[src/design/fetch_pkg.sv]
package fetch_pkg;

    // basic datapath word
    typedef logic [31:0] word_t;

    // instruction layout, i-type view of the word
    typedef struct packed {
        logic [5:0]  opcode;                    // major opcode
        logic [4:0]  rs;                        // source register
        logic [4:0]  rt;                        // target register
        logic [15:0] imm;                       // immediate / low bits of r-type
    } instr_t;

    // apb register map, byte offsets
    localparam word_t csr_ctrl_off  = 32'h0000_0000;  // control
    localparam word_t csr_start_off = 32'h0000_0004;  // restart pc
    localparam word_t csr_addr_off  = 32'h0000_0008;  // loader word address
    localparam word_t csr_data_off  = 32'h0000_000C;  // loader data, write triggers store
    localparam word_t csr_pc_off    = 32'h0000_0010;  // current pc, read only

    // control register fields
    localparam int ctrl_load_bit = 0;           // load mode, fetch frozen while set

endpackage
[src/design/pc_unit.sv]
`timescale 1ns/1ns

module pc_unit (
    input  logic             clk,
    input  logic             rst_n,
    input  logic             hold,          // hazard stall
    input  logic             no_op,         // bubble request
    input  logic             freeze,        // load mode
    input  logic             restart,       // load start_pc
    input  fetch_pkg::word_t start_pc,
    input  logic             branch,
    input  fetch_pkg::word_t branch_offset, // in words
    input  logic             jump,
    input  fetch_pkg::word_t jump_target,   // byte address
    output fetch_pkg::word_t pc,
    output fetch_pkg::word_t instr_pc,      // pc of the word on instruction
    output logic             if_no_op
);
    import fetch_pkg::*;

    word_t pc_seq;                          // pc + 4
    word_t pc_next;
    logic  pc_en;

    assign pc_seq = pc + 32'd4;
    assign pc_en  = ~(hold | freeze);

    // only a one-hot select counts, everything else steps
    always_comb begin
        case ({branch, jump, restart})
            3'b100:  pc_next = pc_seq + (branch_offset << 2);
            3'b010:  pc_next = jump_target;
            3'b001:  pc_next = start_pc;
            default: pc_next = pc_seq;
        endcase
    end

    always_ff @(posedge clk or negedge rst_n) begin
        if (!rst_n) begin
            pc       <= '0;
            instr_pc <= '0;
            if_no_op <= 1'b0;
        end else begin
            if (pc_en) begin
                pc       <= pc_next;
                instr_pc <= pc;             // tracks the store's read latency
            end
            if_no_op <= no_op;              // bubble follows fetch by a cycle
        end
    end

endmodule

[config.mk]
export PLATFORM = sky130hd
export DESIGN_NAME = pc_unit
export DESIGN_NICKNAME = d
export VERILOG_FILES = /design/src/design/fetch_pkg.sv /design/src/design/pc_unit.sv
export SDC_FILE = /design/constraint.sdc
export NUM_CORES = 1
export LEC_CHECK = 0
export ABC_AREA = 1
export BUFFER_PORTS_ARGS = -buffer_cell sky130_fd_sc_hd__clkbuf_2
export CORE_AREA = 2 2 146 148
export CTS_BUF_LIST = sky130_fd_sc_hd__clkbuf_4 sky130_fd_sc_hd__clkbuf_8
export CTS_CLUSTER_DIAMETER = 80
export CTS_CLUSTER_SIZE = 24
export DETAILED_ROUTE_END_ITERATION = 7
export DIE_AREA = 0 0 148 150
export GPL_TIMING_DRIVEN = 0
export PLACE_DENSITY = 0.56
export SYNTH_ARGS = -nofsm -noshare
export SYNTH_HDL_FRONTEND = slang
export SYNTH_SLANG_ARGS = --single-unit
export TNS_END_PERCENT = 50
[constraint.sdc]
create_clock -name clk -period 3.2 [get_ports clk]
set_input_delay 0.8 -clock clk [delete_from_list [all_inputs] [get_ports clk]]
set_output_delay 0.8 -clock clk [all_outputs]
set_load 0.005 [all_outputs]
==> flow_metrics.py, run 1 <==
metrics = {
    "status": {
        "status": "complete, no violations",
    },
    "power_and_ir_drop": {
        "leakage_nw": 4.419,
        "clockPowerShare_pct": 15.9,
        "p_per_area_nw_per_um2": 511.4,
        "p_int_mw": 2.231,
        "seq_power_share_pct": 29.0,
        "ir_worst_vdd_uv": 197.0,
        "p_sw_share_pct": 46.95,
        "p_comb_share_pct": 55.1,
        "finalPower_mw": 4.206,
        "power.switching_mw": 1.975,
    },
    "die": {
        "dieArea_um2": 22200,
        "num_io_pins": 169,
        "coreArea_um2": 20690,
        "rows": 53,
        "start_util_pct": 29.58,
        "die_y_um": 150,
        "fp.dieW_um": 148,
    },
    "yosys": {
        "yosysUniqueCellTypes": 35,
        "avgSynthCellArea_um2": 6.065,
        "post-synth-top-area-cell": "dfrtp_1",
        "synth_nets": 1148,
        "synth.yosys.seq_area_share_pct": 26.58,
        "synth_warnings": 0,
        "syn-instance-count": 1009,
        "syn_area_um2": 6120,
        "ys_top_cells_by_area": "dfrtp_1, nand2_1, inv_1, ha_1, nor2_1",
        "synth_top_area_share_pct": 26.58,
        "ys_ff_latch": 65,
    },
    "final_layout": {
        "nets": 1342,
        "fin_util_pct": 39.75,
        "layout_commonest_cell": "nand2_1",
        "regArea_um2": 1637,
        "n_antenna_cell": 0,
        "final_cell_mix": "nand2_1, clkbuf_2, inv_1, nor2_1, dfrtp_1",
        "fillers": 2275,
        "multi_input_area_um2": 4424,
        "finalNonFillerCells": 1482,
        "area_growth_pct": 34.39,
        "drive_above_1_share_pct": 28.09,
    },
    "place": {
        "gp_congestion": 0.9235,
        "dp_hpwl_um": 19920,
        "pre_cts_ws_ns": -0.2742,
        "dp_cells": 1451,
        "numPortBuffers": 166,
    },
    "route": {
        "route.detailed.drc": 0,
        "viasPerCell": 4.719,
        "vias": 6993,
        "routedWlPerCell_um": 16.20,
        "postRouteAntennaNets": 0,
        "drt-initial-drc-count": 425,
        "wl_um": 24010,
        "drtPass1Iterations": 5,
    },
    "clocking": {
        "cts_root_buf": "clkbuf_8",
        "holdBufCountCts": 0,
        "numCtsBuffers": 9,
        "clockBufferDepth": 2,
        "clk_pin_slew_ns": 0.07,
        "insertion_delay_ns": 0.36,
        "tritoncts": "done",
        "cts_sinks": 65,
        "htree_levels": 3,
    },
    "sta": {
        "clock_skew_ns": 0.009740,
        "rsz0062_at_grt": "true",
        "post-route-period-util_pct": 98.44,
        "whs_ns": 0.4182,
        "min_period_ns": 3.150,
        "max_freq_ghz": 0.3175,
        "layout_setup_ws_ns": 0.04991,
        "hold_viol_final": 0,
        "drv_slew": 0,
        "max_slew.worst_pin.slew_ns": 0.7656,
        "setup_viol": 0,
        "slew_headroom_pct": 48.96,
    },
    "grt": {
        "grt_max_degree": 35,
        "grt_pass1_wl_um": 36210,
        "antenna_found_initial": 0,
        "grt_usage_pct": 21.28,
        "grt_pass1_vias": 6649,
        "gr-total-overflow": 0,
    },
    "setup_path": {
        "crit_required_ns": 3.45,
        "crit_fanout": 5,
        "cp-start-kind": "flop",
        "timing.rr.start": "pc[3]",
        "startpoint": "pc[3]",
        "cp.arrival_ns": 3.40,
        "end_kind": "flop",
        "worstSetupPathType": "flop to flop",
        "r2r_slack_ns": 0.05,
    },
    "run": {
        "maxCapViolCount": 0,
    },
    "min_path": {
        "hp-class": "input port to async pin",
    },
}
==> final timing paths <==
path	cells past startpoint	to
min	1	pc[0]
max	20	pc[29]
min reg2reg	2	instr_pc[19]
max reg2reg	20	pc[29]
max in group asynchronous	2	if_no_op
min in group clk	2	instr_pc[19]
==> repair_timing <==
| item | in CTS | in global routing |
|---|---|---|
| gates resized for setup | 17 | 127 |
| setup endpoints to repair | 13 | 23 |
| pin swaps | 3 | 32 |
| cloned | 0 | 0 |
| buffers inserted | 3 | 13 |
==> metal layers <==
layer | GRT usage, % | share of wire (%)
met1 | 27.86 | 45
met2 | 37.92 | 50
met3 | 1.768 | 4.1
met4 | 5.238 | 1.2
met5 | 0 | 0
==> registers in the layout, indices dropped and copies added, names as in the netlist <==
register  cells
instr_pc     32
if_no_op      1
pc           32
==> cell usage after synthesis <==
master	count
nand2_1	392
inv_1	140
nor2_1	82
dfrtp_1	65
a21oi_1	55
nand3_1	55
ha_1	34
o21ai_0	32
xor2_1	22
a221oi_1	19
clkbuf_1	18
o21ai_1	14
nor3_1	13
nand4_1	10
nor2_2	7
inv_2	6
buf_2	5
nor3_2	5
nand2_2	4
o21bai_1	4
a22o_1	3
a41oi_1	3
buf_1	3
a21o_1	2
a221oi_2	2
nand3b_1	2
o211ai_1	2
or2_2	2
xnor2_1	2
a22oi_1	1
and2_1	1
fa_1	1
nand3_2	1
nor2_4	1
nor3b_1	1
==> critical path, stage by stage (launching register included) <==
cell and delay, ns:
dfrtp_1 0.43, ha_4 0.17, nand2_1 0.08, inv_2 0.08, nand2_2 0.08, nor3_2 0.23, nand4_1 0.22, xor2_2 0.32
inv_1 0.12, ha_4 0.31, nand2_2 0.08, nor2_2 0.15, nand2_2 0.08, nor3_2 0.15, nand2_2 0.11, nand2_1 0.08
nand2_1 0.05, nand3_1 0.08, nand2_1 0.08, nand2_1 0.10, nand2_1 0.05
==> through the flow <==
step                       TNS, ns  cell area (um2)
after floorplan                  0             6120
after global placement      -1.637             7295
after detailed placement    -1.633             7317
after CTS                 -0.01067             7620
after global routing       -0.4536             8224
final                            0             8224
==> cells by family after synthesis <==
logic type               after synthesis  share of synthesized area (%)
AND/OR/NAND/NOR                      576                          38.62
buffers and inverters                172                          10.65
adder cells (fa/ha/maj)               35                          7.279
XOR/XNOR                              24                          3.435
flip-flops                            65                          26.58
AO/OA/AOI/OAI                        137                          13.43
==> final cells by class <==
type,instances,area share (%)
plain buffers,26,1.263
well taps,275,4.184
clock inverters,2,0.1521
clock buffers,13,2.100
flip-flops and latches,65,19.90
multi-input cells,772,53.80
inverters,146,6.724
repair buffers,183,11.88
==> power groups by stage <==
stage               Combinational [mW]  Clock [mW]  Sequential (mW)
finish                            2.32       0.669             1.22
global route                      2.60       0.720             1.25
CTS                               2.05       0.681             1.21
detailed placement                1.98           0             1.22
global placement                  1.97           0             1.21
floorplan                         1.26           0             1.19
No activity file was read; power rests on OpenSTA's default activity.
==> inputs of run 2 (changes only) <==
--- a/config.mk
+++ b/config.mk
@@ -14,7 +14,7 @@
 export DETAILED_ROUTE_END_ITERATION = 7
 export DIE_AREA = 0 0 148 150
 export GPL_TIMING_DRIVEN = 0
-export PLACE_DENSITY = 0.56
+export PLACE_DENSITY = 0.58
 export SYNTH_ARGS = -nofsm -noshare
 export SYNTH_HDL_FRONTEND = slang
 export SYNTH_SLANG_ARGS = --single-unit
==> constraint.sdc (replaced) <==
create_clock -name clk -period 2.6 [get_ports clk]
set_input_delay 0.65 -clock clk [delete_from_list [all_inputs] [get_ports clk]]
set_output_delay 0.65 -clock clk [all_outputs]
set_load 0.005 [all_outputs]
==> flow_metrics.py, run 2 (synthesis gave the netlist of run 1 again) <==
metrics = {
    "status": {
        "status": "finished, violations left",
        "violations": "setup timing",
    },
    "route": {
        "drtPass1Iterations": 5,
        "vias": 7306,
        "viasPerCell": 4.835,
        "drt-initial-drc-count": 459,
        "route.detailed.drc": 0,
        "wl_um": 24870,
        "postRouteAntennaNets": 0,
        "routedWlPerCell_um": 16.46,
    },
    "grt": {
        "antenna_found_initial": 0,
        "grt_pass1_vias": 6915,
        "gr-total-overflow": 0,
        "grt_usage_pct": 21.75,
        "grt_pass1_wl_um": 37090,
        "grt_max_degree": 37,
    },
    "setup_path": {
        "crit_required_ns": 2.85,
        "cp-start-kind": "flop",
        "crit_buf_inv": 4,
        "cp_top_family": "simple AND/OR/NAND/NOR gates",
        "cpPeakStageDelay_ns": 0.41,
        "critPathMostFrequentCell": "nand2_1",
        "cp_cell_sequence": "nand2_2, nor3_4, buf_4, nand2_4, nor2_4, nand4_1, nand2_2, inv_2, ha_4, nand2_4, nor2_4, inv_2, buf_6, nor2_4, nand3_2, nand3_4, nand2_1, nand2_1, o21ai_2, nand2_1, nand2_1",
        "crit_fanout": 5,
        "cp.arrival_ns": 3.22,
        "cp_slowest_cell": "dfrtp_1",
        "end_kind": "flop",
        "worstSetupPathType": "flop to flop",
    },
    "power_and_ir_drop": {
        "finalPower_mw": 5.929,
        "p_per_area_nw_per_um2": 650.8,
        "leakage_nw": 4.755,
        "ir_worst_vdd_uv": 231.3,
    },
    "clocking": {
        "cts_sinks": 65,
        "tritoncts": "done",
        "insertion_delay_ns": 0.36,
        "clockBufferDepth": 2,
        "numCtsBuffers": 9,
        "cts_root_buf": "clkbuf_8",
        "htree_levels": 3,
        "holdBufCountCts": 0,
        "clk_pin_slew_ns": 0.07,
    },
    "sta": {
        "setup_viol": 24,
        "hold_viol_final": 0,
        "tns_ns": -5.721,
        "clock_skew_ns": 0.01166,
        "layout_setup_ws_ns": -0.3691,
        "max_slew.worst_pin.slew_ns": 0.8677,
        "min_period_ns": 2.969,
        "max_freq_ghz": 0.3368,
        "slew_headroom_pct": 42.16,
        "post-route-period-util_pct": 114.2,
        "drv_slew": 0,
        "rsz0062_at_grt": "true",
    },
    "min_path": {
        "hp-class": "input port to async pin",
    },
    "final_layout": {
        "fillers": 2201,
        "fin_util_pct": 44.03,
        "nets": 1370,
        "reg_top3": "instr_pc (32), pc (32), if_no_op (1)",
        "n_antenna_cell": 0,
        "drive_above_1_share_pct": 38.27,
        "layout_commonest_cell": "nand2_1",
        "final_cell_mix": "nand2_1, clkbuf_2, inv_1, dfrtp_1, nor2_1",
        "area_growth_pct": 48.87,
    },
    "die": {
        "rows": 53,
        "dieArea_um2": 22200,
        "num_io_pins": 169,
        "coreArea_um2": 20690,
        "fp.dieW_um": 148,
        "start_util_pct": 29.58,
        "die_y_um": 150,
    },
    "run": {
        "maxCapViolCount": 0,
    },
    "place": {
        "dp_hpwl_um": 19820,
        "numPortBuffers": 166,
        "pre_cts_ws_ns": -0.8509,
        "gp_congestion": 0.9363,
    },
}
run 2: power by group:
| part | leakage, nW | internal, mW | switching (mW) | total (mW) |
|---|---|---|---|---|
| combinational | 3.83 | 1.38 | 2.08 | 3.47 |
| sequential | 0.803 | 1.25 | 0.237 | 1.48 |
| clock | 0.117 | 0.575 | 0.403 | 0.978 |
run 2: layout make-up:
class,count,area [um2],area share (%)
plain buffers,26,106.4,1.167
clock buffers,11,145.1,1.593
clock inverters,5,78.83,0.8653
inverters,146,550.5,6.043
multi-input cells,772,5036,55.28
flip-flops and latches,65,1643,18.03
well taps,275,344.1,3.777
repair buffers,211,1206,13.24
run 2: per-layer routing:
| layer | global-route usage (%) | up-vias | wire, um |
|---|---|---|---|
| met5 | 0 | - | 0 |
| met4 | 7.381 | 0 | 551 |
| met3 | 2.348 | 33 | 939 |
| met2 | 38.22 | 190 | 12490 |
| met1 | 27.78 | 3440 | 10890 |
| li1 | - | 3643 | - |
run 2: path summary, 6_finish.rpt:
check                            startpoint          end  slack, ns  cells past startpoint
worst max-delay path                  pc[8]       pc[22]      -0.37                     21
worst min register to register  instr_pc[9]  instr_pc[9]       0.47                      2
worst max register to register        pc[8]       pc[22]      -0.37                     21
worst min-delay path                  rst_n       pc[11]       0.25                      1
min in group clk                      no_op     if_no_op       0.40                      1
max in group asynchronous             rst_n       pc[23]       1.79                      2
run 2: what timing repair did:
item	in CTS	in global routing
setup endpoints to repair	26	27
gates resized for setup	152	143
endpoints found under the hold margin	0	0
gates cloned	0	0
buffers inserted	26	18
pin swaps	39	71
run 2: through the flow:
step / hold slack [ns] / cell area, um2 / instances
floorplan: 0.3544 / 6125 / 1009
global placement: 0.4524 / 7300 / 1450
detailed placement: 0.4575 / 7322 / 1451
CTS: 0.2546 / 8399 / 1493
global route: 0.2694 / 9110 / 1511
finish: 0.2504 / 9110 / 1511
