File: src/design/fetch_pkg.sv
package fetch_pkg;

    // basic datapath word
    typedef logic [31:0] word_t;

    // instruction layout, i-type view of the word
    typedef struct packed {
        logic [5:0]  opcode;                    // major opcode
        logic [4:0]  rs;                        // source register
        logic [4:0]  rt;                        // target register
        logic [15:0] imm;                       // immediate / low bits of r-type
    } instr_t;

    // apb register map, byte offsets
    localparam word_t csr_ctrl_off  = 32'h0000_0000;  // control
    localparam word_t csr_start_off = 32'h0000_0004;  // restart pc
    localparam word_t csr_addr_off  = 32'h0000_0008;  // loader word address
    localparam word_t csr_data_off  = 32'h0000_000C;  // loader data, write triggers store
    localparam word_t csr_pc_off    = 32'h0000_0010;  // current pc, read only

    // control register fields
    localparam int ctrl_load_bit = 0;           // load mode, fetch frozen while set

endpackage
File: src/design/mem_load_if.sv
`timescale 1ns/1ns

interface mem_load_if #(
    parameter int mem_depth_bits = 8
) ();
    import fetch_pkg::*;

    logic                      we;              // single cycle write strobe
    logic                      region;          // 0 instr store, 1 data store
    logic [mem_depth_bits-1:0] addr;            // word address inside the store
    word_t                     wdata;           // payload

    // register block side
    modport csr (
        output we,
        output region,
        output addr,
        output wdata
    );

    // store side, top does the region split
    modport store (
        input  we,
        input  region,
        input  addr,
        input  wdata
    );

endinterface

File: src/design/fetch_csr.sv
`timescale 1ns/1ns

module fetch_csr #(
    parameter int mem_depth_bits = 8
) (
    input  logic             clk,
    input  logic             rst_n,
    input  logic             psel,
    input  logic             penable,
    input  logic             pwrite,
    input  fetch_pkg::word_t paddr,
    input  fetch_pkg::word_t pwdata,
    input  fetch_pkg::word_t cur_pc,        // live pc for readback
    output fetch_pkg::word_t prdata,
    output logic             pready,
    output logic             pslverr,
    output logic             freeze,        // level, holds pc during load
    output logic             restart,       // pulse on leaving load mode
    output fetch_pkg::word_t start_pc,
    mem_load_if.csr          load
);
    import fetch_pkg::*;

    logic                    load_mode;     // ctrl[ctrl_load_bit]
    logic [mem_depth_bits:0] load_addr;     // msb selects region
    logic                    access;        // apb access phase
    logic                    wr_access;
    logic                    hit_ctrl;
    logic                    hit_start;
    logic                    hit_addr;
    logic                    hit_data;
    logic                    hit_pc;
    logic                    hit_any;

    assign access    = psel & penable;
    assign wr_access = access & pwrite;

    // full word compare, anything else is undefined
    assign hit_ctrl  = (paddr == csr_ctrl_off);
    assign hit_start = (paddr == csr_start_off);
    assign hit_addr  = (paddr == csr_addr_off);
    assign hit_data  = (paddr == csr_data_off);
    assign hit_pc    = (paddr == csr_pc_off);
    assign hit_any   = hit_ctrl | hit_start | hit_addr | hit_data | hit_pc;

    assign pready  = 1'b1;                  // zero wait states
    assign pslverr = access & (~hit_any | (pwrite & hit_pc));  // bad offset or ro write

    assign freeze = load_mode;

    // read mux
    always_comb begin
        prdata = '0;
        if (hit_ctrl) begin
            prdata[ctrl_load_bit] = load_mode;
        end else if (hit_start) begin
            prdata = start_pc;
        end else if (hit_addr) begin
            prdata = word_t'(load_addr);    // zero extended
        end else if (hit_data) begin
            prdata = load.wdata;            // last loaded word
        end else if (hit_pc) begin
            prdata = cur_pc;
        end
    end

    // control state
    always_ff @(posedge clk or negedge rst_n) begin
        if (!rst_n) begin
            load_mode <= 1'b0;
            restart   <= 1'b0;
            start_pc  <= '0;
            load_addr <= '0;
            load.we   <= 1'b0;
        end else begin
            // 1 -> 0 on the load bit, pc picks start_pc next edge
            restart <= wr_access & hit_ctrl & load_mode & ~pwdata[ctrl_load_bit];
            load.we <= wr_access & hit_data;     // store write one cycle later
            if (wr_access & hit_ctrl) begin
                load_mode <= pwdata[ctrl_load_bit];
            end
            if (wr_access & hit_start) begin
                start_pc <= pwdata;
            end
            if (wr_access & hit_addr) begin
                load_addr <= pwdata[mem_depth_bits:0];
            end else if (wr_access & hit_data) begin
                load_addr <= load_addr + 1'b1;   // auto increment, may roll into data region
            end
        end
    end

    // loader payload, captured with the strobe
    always_ff @(posedge clk) begin
        if (wr_access & hit_data) begin
            load.wdata  <= pwdata;
            load.addr   <= load_addr[mem_depth_bits-1:0];
            load.region <= load_addr[mem_depth_bits];
        end
    end

endmodule

File: src/flat_wrapper.sv
// flat-port wrapper written by rule: the top's interface ports become plain ports
module fetch_csr_flat import fetch_pkg::*;
#(
    parameter int mem_depth_bits = 8
)
  (clk, rst_n, psel, penable, pwrite, paddr, pwdata, cur_pc, prdata, pready, pslverr, freeze, restart, start_pc, load_we, load_region, load_addr, load_wdata);
  mem_load_if #(.mem_depth_bits(mem_depth_bits)) load_i ();
  input  logic clk;
  input  logic rst_n;
  input  logic psel;
  input  logic penable;
  input  logic pwrite;
  input  fetch_pkg::word_t paddr;
  input  fetch_pkg::word_t pwdata;
  input  fetch_pkg::word_t cur_pc;
  output fetch_pkg::word_t prdata;
  output logic pready;
  output logic pslverr;
  output logic freeze;
  output logic restart;
  output fetch_pkg::word_t start_pc;
  output wire logic [$bits(load_i.we)-1:0] load_we;
  output wire logic [$bits(load_i.region)-1:0] load_region;
  output wire logic [$bits(load_i.addr)-1:0] load_addr;
  output wire logic [$bits(load_i.wdata)-1:0] load_wdata;
  assign load_we = load_i.we;
  assign load_region = load_i.region;
  assign load_addr = load_i.addr;
  assign load_wdata = load_i.wdata;
  fetch_csr #(.mem_depth_bits(mem_depth_bits)) u_core (.clk(clk), .rst_n(rst_n), .psel(psel), .penable(penable), .pwrite(pwrite), .paddr(paddr), .pwdata(pwdata), .cur_pc(cur_pc), .prdata(prdata), .pready(pready), .pslverr(pslverr), .freeze(freeze), .restart(restart), .start_pc(start_pc), .load(load_i));
endmodule
File: config.mk
export PLATFORM = sky130hd
export DESIGN_NAME = fetch_csr_flat
export DESIGN_NICKNAME = d
export VERILOG_FILES = /design/src/design/fetch_pkg.sv /design/src/design/mem_load_if.sv /design/src/design/fetch_csr.sv /design/src/flat_wrapper.sv
export SDC_FILE = /design/constraint.sdc
export NUM_CORES = 1
export LEC_CHECK = 0
export CORE_UTILIZATION = 51
export CTS_BUF_LIST = sky130_fd_sc_hd__clkbuf_4
export CTS_CLUSTER_DIAMETER = 80
export DETAILED_ROUTE_END_ITERATION = 6
export DONT_BUFFER_PORTS = 1
export PLACE_DENSITY = 0.69
export SLEW_MARGIN = 20
export SYNTH_ARGS = -nofsm -noshare
export SYNTH_HDL_FRONTEND = slang
export SYNTH_SLANG_ARGS = --single-unit
export TNS_END_PERCENT = 10
File: constraint.sdc
create_clock -name clk -period 1.7 [get_ports clk]
set_input_delay 0.085 -clock clk [delete_from_list [all_inputs] [get_ports clk]]
set_output_delay 0.085 -clock clk [all_outputs]
set_load 0.005 [all_outputs]
==> summary.txt, run 1 <==
Floorplanning
  • Die height: 93.5 µm
  • Die Span X: 93.5 µm
  • Total die area: 0.00875 mm²
  • Row Count: 33
  • Initial core utilization: 52.2%
  • Core box area: 0.00818 mm²
  • I/O pin count: 211

Placed design
  • DP HPWL: 7750 µm
  • Final estimated routing congestion in global placement: 0.910
  • DP Worst Slack: -32.4 ps
  • Placed insts: 441
  • PortBufs: 0

Finish
  • Final Util: 64.0%
  • Finished Layout Cells: 495
  • Share of cells above drive strength 1: 21.3%
  • Final net count: 487
  • Area delta synth->final: 22.4%
  • # diodes: 0
  • Fillers: 641

Logic synthesis
  • Unique cell type count in the Yosys netlist: 48
  • Seq/Total Area, Yosys: 54.6%
  • Commonest cells in the netlist: dfrtp_1, edfxtp_1, mux2_1, mux2i_1
  • Async S/R FF share, synth: 51.8%
  • Most common cell in the netlist: dfrtp_1
  • Seq cells post-synth: 85
  • Top_reg_cell synth: dfrtp_1
  • Cell accounting for the most synthesized area: edfxtp_1
  • Post-Syn Area: 0.00427 mm²
  • Syn Area/Cell: 12.4 µm²
  • EDFF count, synth: 41
  • Mapped Cells: 345
  • Top cell type's share of synthesized area: 28.8%
  • Ranking of synthesized cells by area: edfxtp_1, dfrtp_1, mux2_1, mux2i_1, o2bb2ai_1
  • Syn Nets: 447
  • Synth warn: 0

Clock tree
  • Root Buffer: clkbuf_4
  • H-tree levels: 3
  • Later-pin clock latency in the skew report: 450 ps
  • CTS buffer count: 9
  • Clock buffer depth: 2
  • CTS sink cnt: 85
  • CTS tree: built
  • Register clock-pin slew on the reported worst setup and hold paths: 140 ps

Min path
  • Hold depth: 3
  • Hold path endpoint: u_core.load_addr[3]
  • HP Start: paddr[2]
  • Hold crit path type: in -> reg

Global routing
  • Global-route wire length before repair: 17300 µm
  • Pin count of the biggest net entering global routing: 49
  • GRT overflow: 0
  • GRT Resource Usage Total: 26.7%
  • Vias in the first global route: 3178
  • Initial antenna violation count: 0

Critical path
  • Worst r2r src: u_core.load_addr[0]
  • WP data arrival: 2050 ps
  • CP Max Fanout: 5
  • Nature of the critical path startpoint: flip-flop
  • Worst R2R Setup Slack: 60 ps
  • Worst Path Required: 2110 ps
  • Reg2Reg Depth: 5
  • Kind of critical path: reg -> reg
  • Worst setup EP type: flip-flop
  • Reg-to-Reg End: u_core.load_addr[8]

Detailed routing
  • Post-DRT Antenna Nets: 0
  • DR iter-0 viols: 152
  • Drt wl/cell: 23.8 µm
  • Vias/cell: 6.51
  • First-pass DRT Iterations: 4
  • DRC Markers: 0
  • Total number of vias: 3221
  • Final wirelength: 11800 µm

Power and ir drop
  • Reg power frac: 61.0%
  • Peak supply drop: 0.000436 V
  • P_int: 0.00264 W
  • Switching Share: 26.1%
  • Logic pwr share: 6.7%
  • Power Density: 683 mW/mm²
  • Clock share of power: 32.3%
  • Leakage: 2.09 nW
  • Net Sw Power: 0.000933 W

STA
  • Final setup skew: 3.56 ps
  • Total negative slack: 0 ps
  • FMAX: 608 MHz
  • Tightest Pin Transition: 557 ps
  • Final worst setup slack: 56.0 ps
  • Setup-failing EPs final: 0
  • Slew HR: 62.8%
  • Final Hold Viols: 0
  • Unrepaired setup endpoints after global routing: yes
  • Final slew viol count: 0
  • Crit share post-route: 96.7%
  • Final critical-path required period: 1640 ps

Flow run
  • Max-Cap Viols: 0

Status
  • Outcome: finished clean
## final cells by class
cell class / instances / area [µm²] / area share (%)
Sequential cell: 85 / 2340 / 44.7
Multi-Input combinational cell: 224 / 1980 / 37.8
Timing Repair Buffer: 58 / 616 / 11.8
Tap cell: 105 / 131 / 2.51
Clock inverter: 7 / 73.8 / 1.41
Clock buffer: 9 / 67.6 / 1.29
Inverter: 7 / 26.3 / 0.502
## metrics by stage
| step | area (µm²) | hold slack, ps | power (W) |
|---|---|---|---|
| after floorplan | 4350 | -211 | 0.00235 |
| after global placement | 4520 | -210 | 0.00234 |
| after detailed placement | 4520 | -210 | 0.00234 |
| after CTS | 5060 | 5.71 | 0.00359 |
| after global routing | 5230 | 3.23 | 0.00370 |
| final | 5230 | 15.8 | 0.00357 |
## worst max-delay path, stage by stage, from the launching register on
cell     delay, ps
dfrtp_1        400
ha_1           210
nand3_1        180
or4_1          520
nor4_2         150
a211o_1        130
## worst max path at each step
stage | to | from | slack [ps]
CTS | prdata[24] | paddr[25] | 8
global placement | u_core.start_pc[31] | paddr[6] | 20
global route | u_core.load_addr[8] | u_core.load_addr[0] | -50
detailed placement | u_core.start_pc[22] | paddr[21] | -30
finish | u_core.load_addr[8] | u_core.load_addr[0] | 60
floorplan | u_core.load.addr[0] | paddr[6] | -650
## layout by cell type, fill, tap and decap left out, drive strengths merged, types with 2 or more instances in the layout
cell type    synthesis  layout
mux2i               25      25
dlygate4sd3          0      36
nand3                5       5
nor2                 7       7
dfrtp               44      44
o41ai                5       5
clkinv               0       3
a21oi               11      11
a41oi                3       3
buf                 14      22
and4                 2       2
mux2                35      35
clkbuf              15       9
nor2b                5       5
nor3                 8       8
inv                  7      11
nand4                7       7
o211ai               5       5
a211o                3       3
o21ai               16      16
or4                  4       4
nor4                11      11
a221o                7       7
edfxtp              41      41
nand2b               3       3
nand2               23      23
o2bb2ai             23      23
and3                 2       2
nor3b                2       2
## flip-flops by register name (all words and copies together), names as in the netlist
register,count
u_core.load.we,1
u_core.start_pc,32
u_core.restart,1
u_core.freeze,1
u_core.load.addr,8
u_core.load_addr,9
u_core.load.region,1
u_core.load.wdata,32
## logic make-up (layout without fill, tap and decap cells)
logic type                 Yosys count  in the layout  synth area share [%]
buffers and inverters               36             81                  3.95
muxes                               60             60                  15.1
and+or+nand+nor                     82             82                  12.0
other                                1              1                0.0878
DFF                                 85             85                  54.6
AOI/OAI and AO/OA                   80             80                  14.0
adders and majority gates            1              1                 0.293
## power by group through the flow
stage	clock network (W)	logic (W)	registers, W
2_1_floorplan	0	0.000136	0.00221
3_3_place_gp	0	0.000118	0.00222
3_5_place_dp	0	0.000119	0.00222
4_1_cts	0.00118	0.000234	0.00218
5_1_grt	0.00126	0.000263	0.00218
6_report	0.00115	0.000241	0.00218
## routing by layer
layer	track usage (%)	vias up	wire (µm)
met5	0	-	0
met2	46.0	169	6240
met3	7.56	30	988
li1	-	1427	-
met4	12.2	0	329
met1	30.7	1595	4240
## timing repair
| action | 4_1_cts | 5_1_grt |
|---|---|---|
| pin swaps | 1 | 1 |
| hold endpoints to repair | 119 | 0 |
| endpoints found under the setup margin | 3 | 29 |
| resized for setup | 3 | 28 |
| hold buffers | 37 | 0 |
| setup buffers | 0 | 1 |
(Power assumes the default switching activity.)
==> inputs of run 2 (changes only) <==
--- a/config.mk
+++ b/config.mk
@@ -10,6 +10,7 @@
 export CTS_CLUSTER_DIAMETER = 80
 export DETAILED_ROUTE_END_ITERATION = 6
 export DONT_BUFFER_PORTS = 1
+export GPL_TIMING_DRIVEN = 0
 export PLACE_DENSITY = 0.69
 export SLEW_MARGIN = 20
 export SYNTH_ARGS = -nofsm -noshare
==> run 2 against run 1 <==
Compared with the run above:
- via count up 1.6%
- non-clock buffer count up 15
- first-iteration DRC count down 35%
- cell area down 0.31%
- routed wire length up 2.3%
- clock-buffer cell count unchanged
- global-route usage up 0.91 points
==> summary.txt, run 2 (synthesized netlist as in run 1, its figures left out) <==
Detailed routing
  • DRC Markers: 0
  • DR iter-0 viols: 99
  • First-pass DRT Iterations: 4
  • Drt wl/cell: 23.7 µm
  • Post-DRT Antenna Nets: 0
  • Vias/cell: 6.42
  • Final wirelength: 12100 µm
  • Total number of vias: 3273

Finish
  • Share of cells above drive strength 1: 19.5%
  • Area delta synth->final: 22.1%
  • Seq. cell area: 0.00234 mm²
  • Most frequent cells in the layout: edfxtp_1, dfrtp_1, dlygate4sd3_1, mux2_1, mux2i_1
  • Fillers: 670
  • Commonest non-fill, non-tap cell in the layout: edfxtp_1
  • Final instance area: 0.00521 mm²
  • # diodes: 0
  • Regs by FF count: u_core.load.wdata (32), u_core.start_pc (32), u_core.load_addr (9)
  • Final net count: 502
  • Area of the multi-input gates: 0.00189 mm²
  • Finished Layout Cells: 510

Power and ir drop
  • Leakage: 2.09 nW
  • Net Sw Power: 0.000900 W
  • Logic pwr share: 7.6%
  • P_int: 0.00291 W
  • Peak supply drop: 0.000486 V
  • Clock share of power: 35.2%
  • Power Density: 732 mW/mm²
  • Switching Share: 23.6%
  • Reg power frac: 57.1%

STA
  • Setup-failing EPs final: 0
  • FMAX: 614 MHz
  • Slew HR: 63.1%
  • Final worst setup slack: 70.2 ps
  • Final Hold Viols: 0
  • Final setup skew: 12.4 ps
  • Crit share post-route: 95.9%
  • Unrepaired setup endpoints after global routing: yes
  • Final critical-path required period: 1630 ps
  • Final slew viol count: 0
  • Tightest Pin Transition: 553 ps

Placed design
  • DP HPWL: 8500 µm
  • PortBufs: 0
  • Placed insts: 453
  • DP Worst Slack: -542 ps
  • Final estimated routing congestion in global placement: 0.923
  • Placed cell area: 0.00452 mm²

Clock tree
  • Clock buffer depth: 2
  • Later-pin clock latency in the skew report: 430 ps
  • Root Buffer: clkbuf_4
  • CTS sink cnt: 85
  • CTS buffer count: 9
  • Register clock-pin slew on the reported worst setup and hold paths: 130 ps
  • CTS tree: built
  • H-tree levels: 3

Floorplanning
  • Row Count: 33
  • Core box area: 0.00818 mm²
  • Total die area: 0.00875 mm²
  • Initial core utilization: 52.2%
  • I/O pin count: 211
  • Die Span X: 93.5 µm
  • Die height: 93.5 µm

Critical path
  • Nature of the critical path startpoint: flip-flop
  • Worst Path Required: 2070 ps
  • Worst setup EP type: flip-flop
  • Reg-to-Reg End: u_core.load_addr[8]
  • CP Max Fanout: 7
  • Kind of critical path: reg -> reg
  • WP data arrival: 2000 ps
  • Worst R2R Setup Slack: 70 ps
  • Reg2Reg Depth: 5
  • Worst r2r src: u_core.load_addr[0]

Flow run
  • Max-Cap Viols: 0

Min path
  • Hold path endpoint: u_core.load_addr[8]
  • Hold crit path type: in -> reg
  • Hold depth: 3
  • HP Start: pwdata[8]

Global routing
  • GRT overflow: 0
  • Initial antenna violation count: 0
  • Pin count of the biggest net entering global routing: 45
  • Vias in the first global route: 3303
  • GRT Resource Usage Total: 27.6%
  • Global-route wire length before repair: 17800 µm

Status
  • Outcome: finished clean
==> run 2: cell count changes in the layout (fill, tap and decap cells not counted), sizes merged <==
| cell | delta |
|---|---|
| inv | -1 |
| buf | +4 |
| clkinv | -3 |
| clkinvlp | +2 |
| clkbuf | +12 |
| dlygate4sd3 | -1 |
| bufinv | +2 |
==> run 2: worst max-delay path: stages, from the launching register on <==
cell	delay [ps]
dfrtp_2	480
ha_4	180
nand3_2	140
or4_4	510
nor4_2	140
a211o_1	130
==> run 2: power groups by stage <==
stage               Combinational [W]  Clock, W  Sequential (W)
CTS                          0.000286   0.00138         0.00218
detailed placement           0.000171         0         0.00222
floorplan                    0.000136         0         0.00221
finish                       0.000291   0.00134         0.00218
global placement             0.000169         0         0.00222
global route                 0.000317   0.00145         0.00218
==> run 2: worst max-delay path by stage <==
| stage | startpoint | to | slack [ps] | depth (start not counted) |
|---|---|---|---|---|
| floorplan | paddr[6] | u_core.load.addr[0] | -650 | 6 |
| detailed placement | paddr[4] | prdata[23] | -540 | 6 |
| global placement | paddr[6] | u_core.load.wdata[18] | -1370 | 6 |
| global route | u_core.load_addr[0] | u_core.load_addr[8] | -40 | 5 |
| finish | u_core.load_addr[0] | u_core.load_addr[8] | 70 | 5 |
| CTS | paddr[3] | prdata[12] | 4 | 5 |
==> run 2: layer usage <==
| layer | routed length [µm] | track usage [%] |
|---|---|---|
| met4 | 377 | 12.6 |
| met2 | 6150 | 47.2 |
| met3 | 1050 | 7.40 |
| met1 | 4490 | 32.3 |
| met5 | 0 | 0 |
==> run 2: final cells by class <==
class	instances	area share, %
plain buffers	27	3.38
multi-input cells	224	36.2
clock buffers	9	1.30
clock inverters	7	1.99
flip-flops and latches	85	44.9
inverters	7	0.504
well taps	105	2.52
repair buffers	46	9.22
==> run 2: repair_timing <==
action | in CTS | in global routing
gates cloned | 0 | 0
resized for setup | 12 | 18
hold buffers | 36 | 0
setup buffers | 3 | 4
pin swaps | 2 | 2
hold endpoints to repair | 114 | 0
setup endpoints to repair | 28 | 44
==> run 2: stage by stage <==
stage,TNS [ps],hold WS (ps),power [W],util (%)
2_1_floorplan,-27020,-211,0.00235,-
3_3_place_gp,-72560,-209,0.00239,54.8
3_5_place_dp,-26300,-209,0.00239,55.3
4_1_cts,0,7.85,0.00385,62.9
5_1_grt,-43.7,15.4,0.00395,63.8
6_report,0,33.4,0.00381,63.8
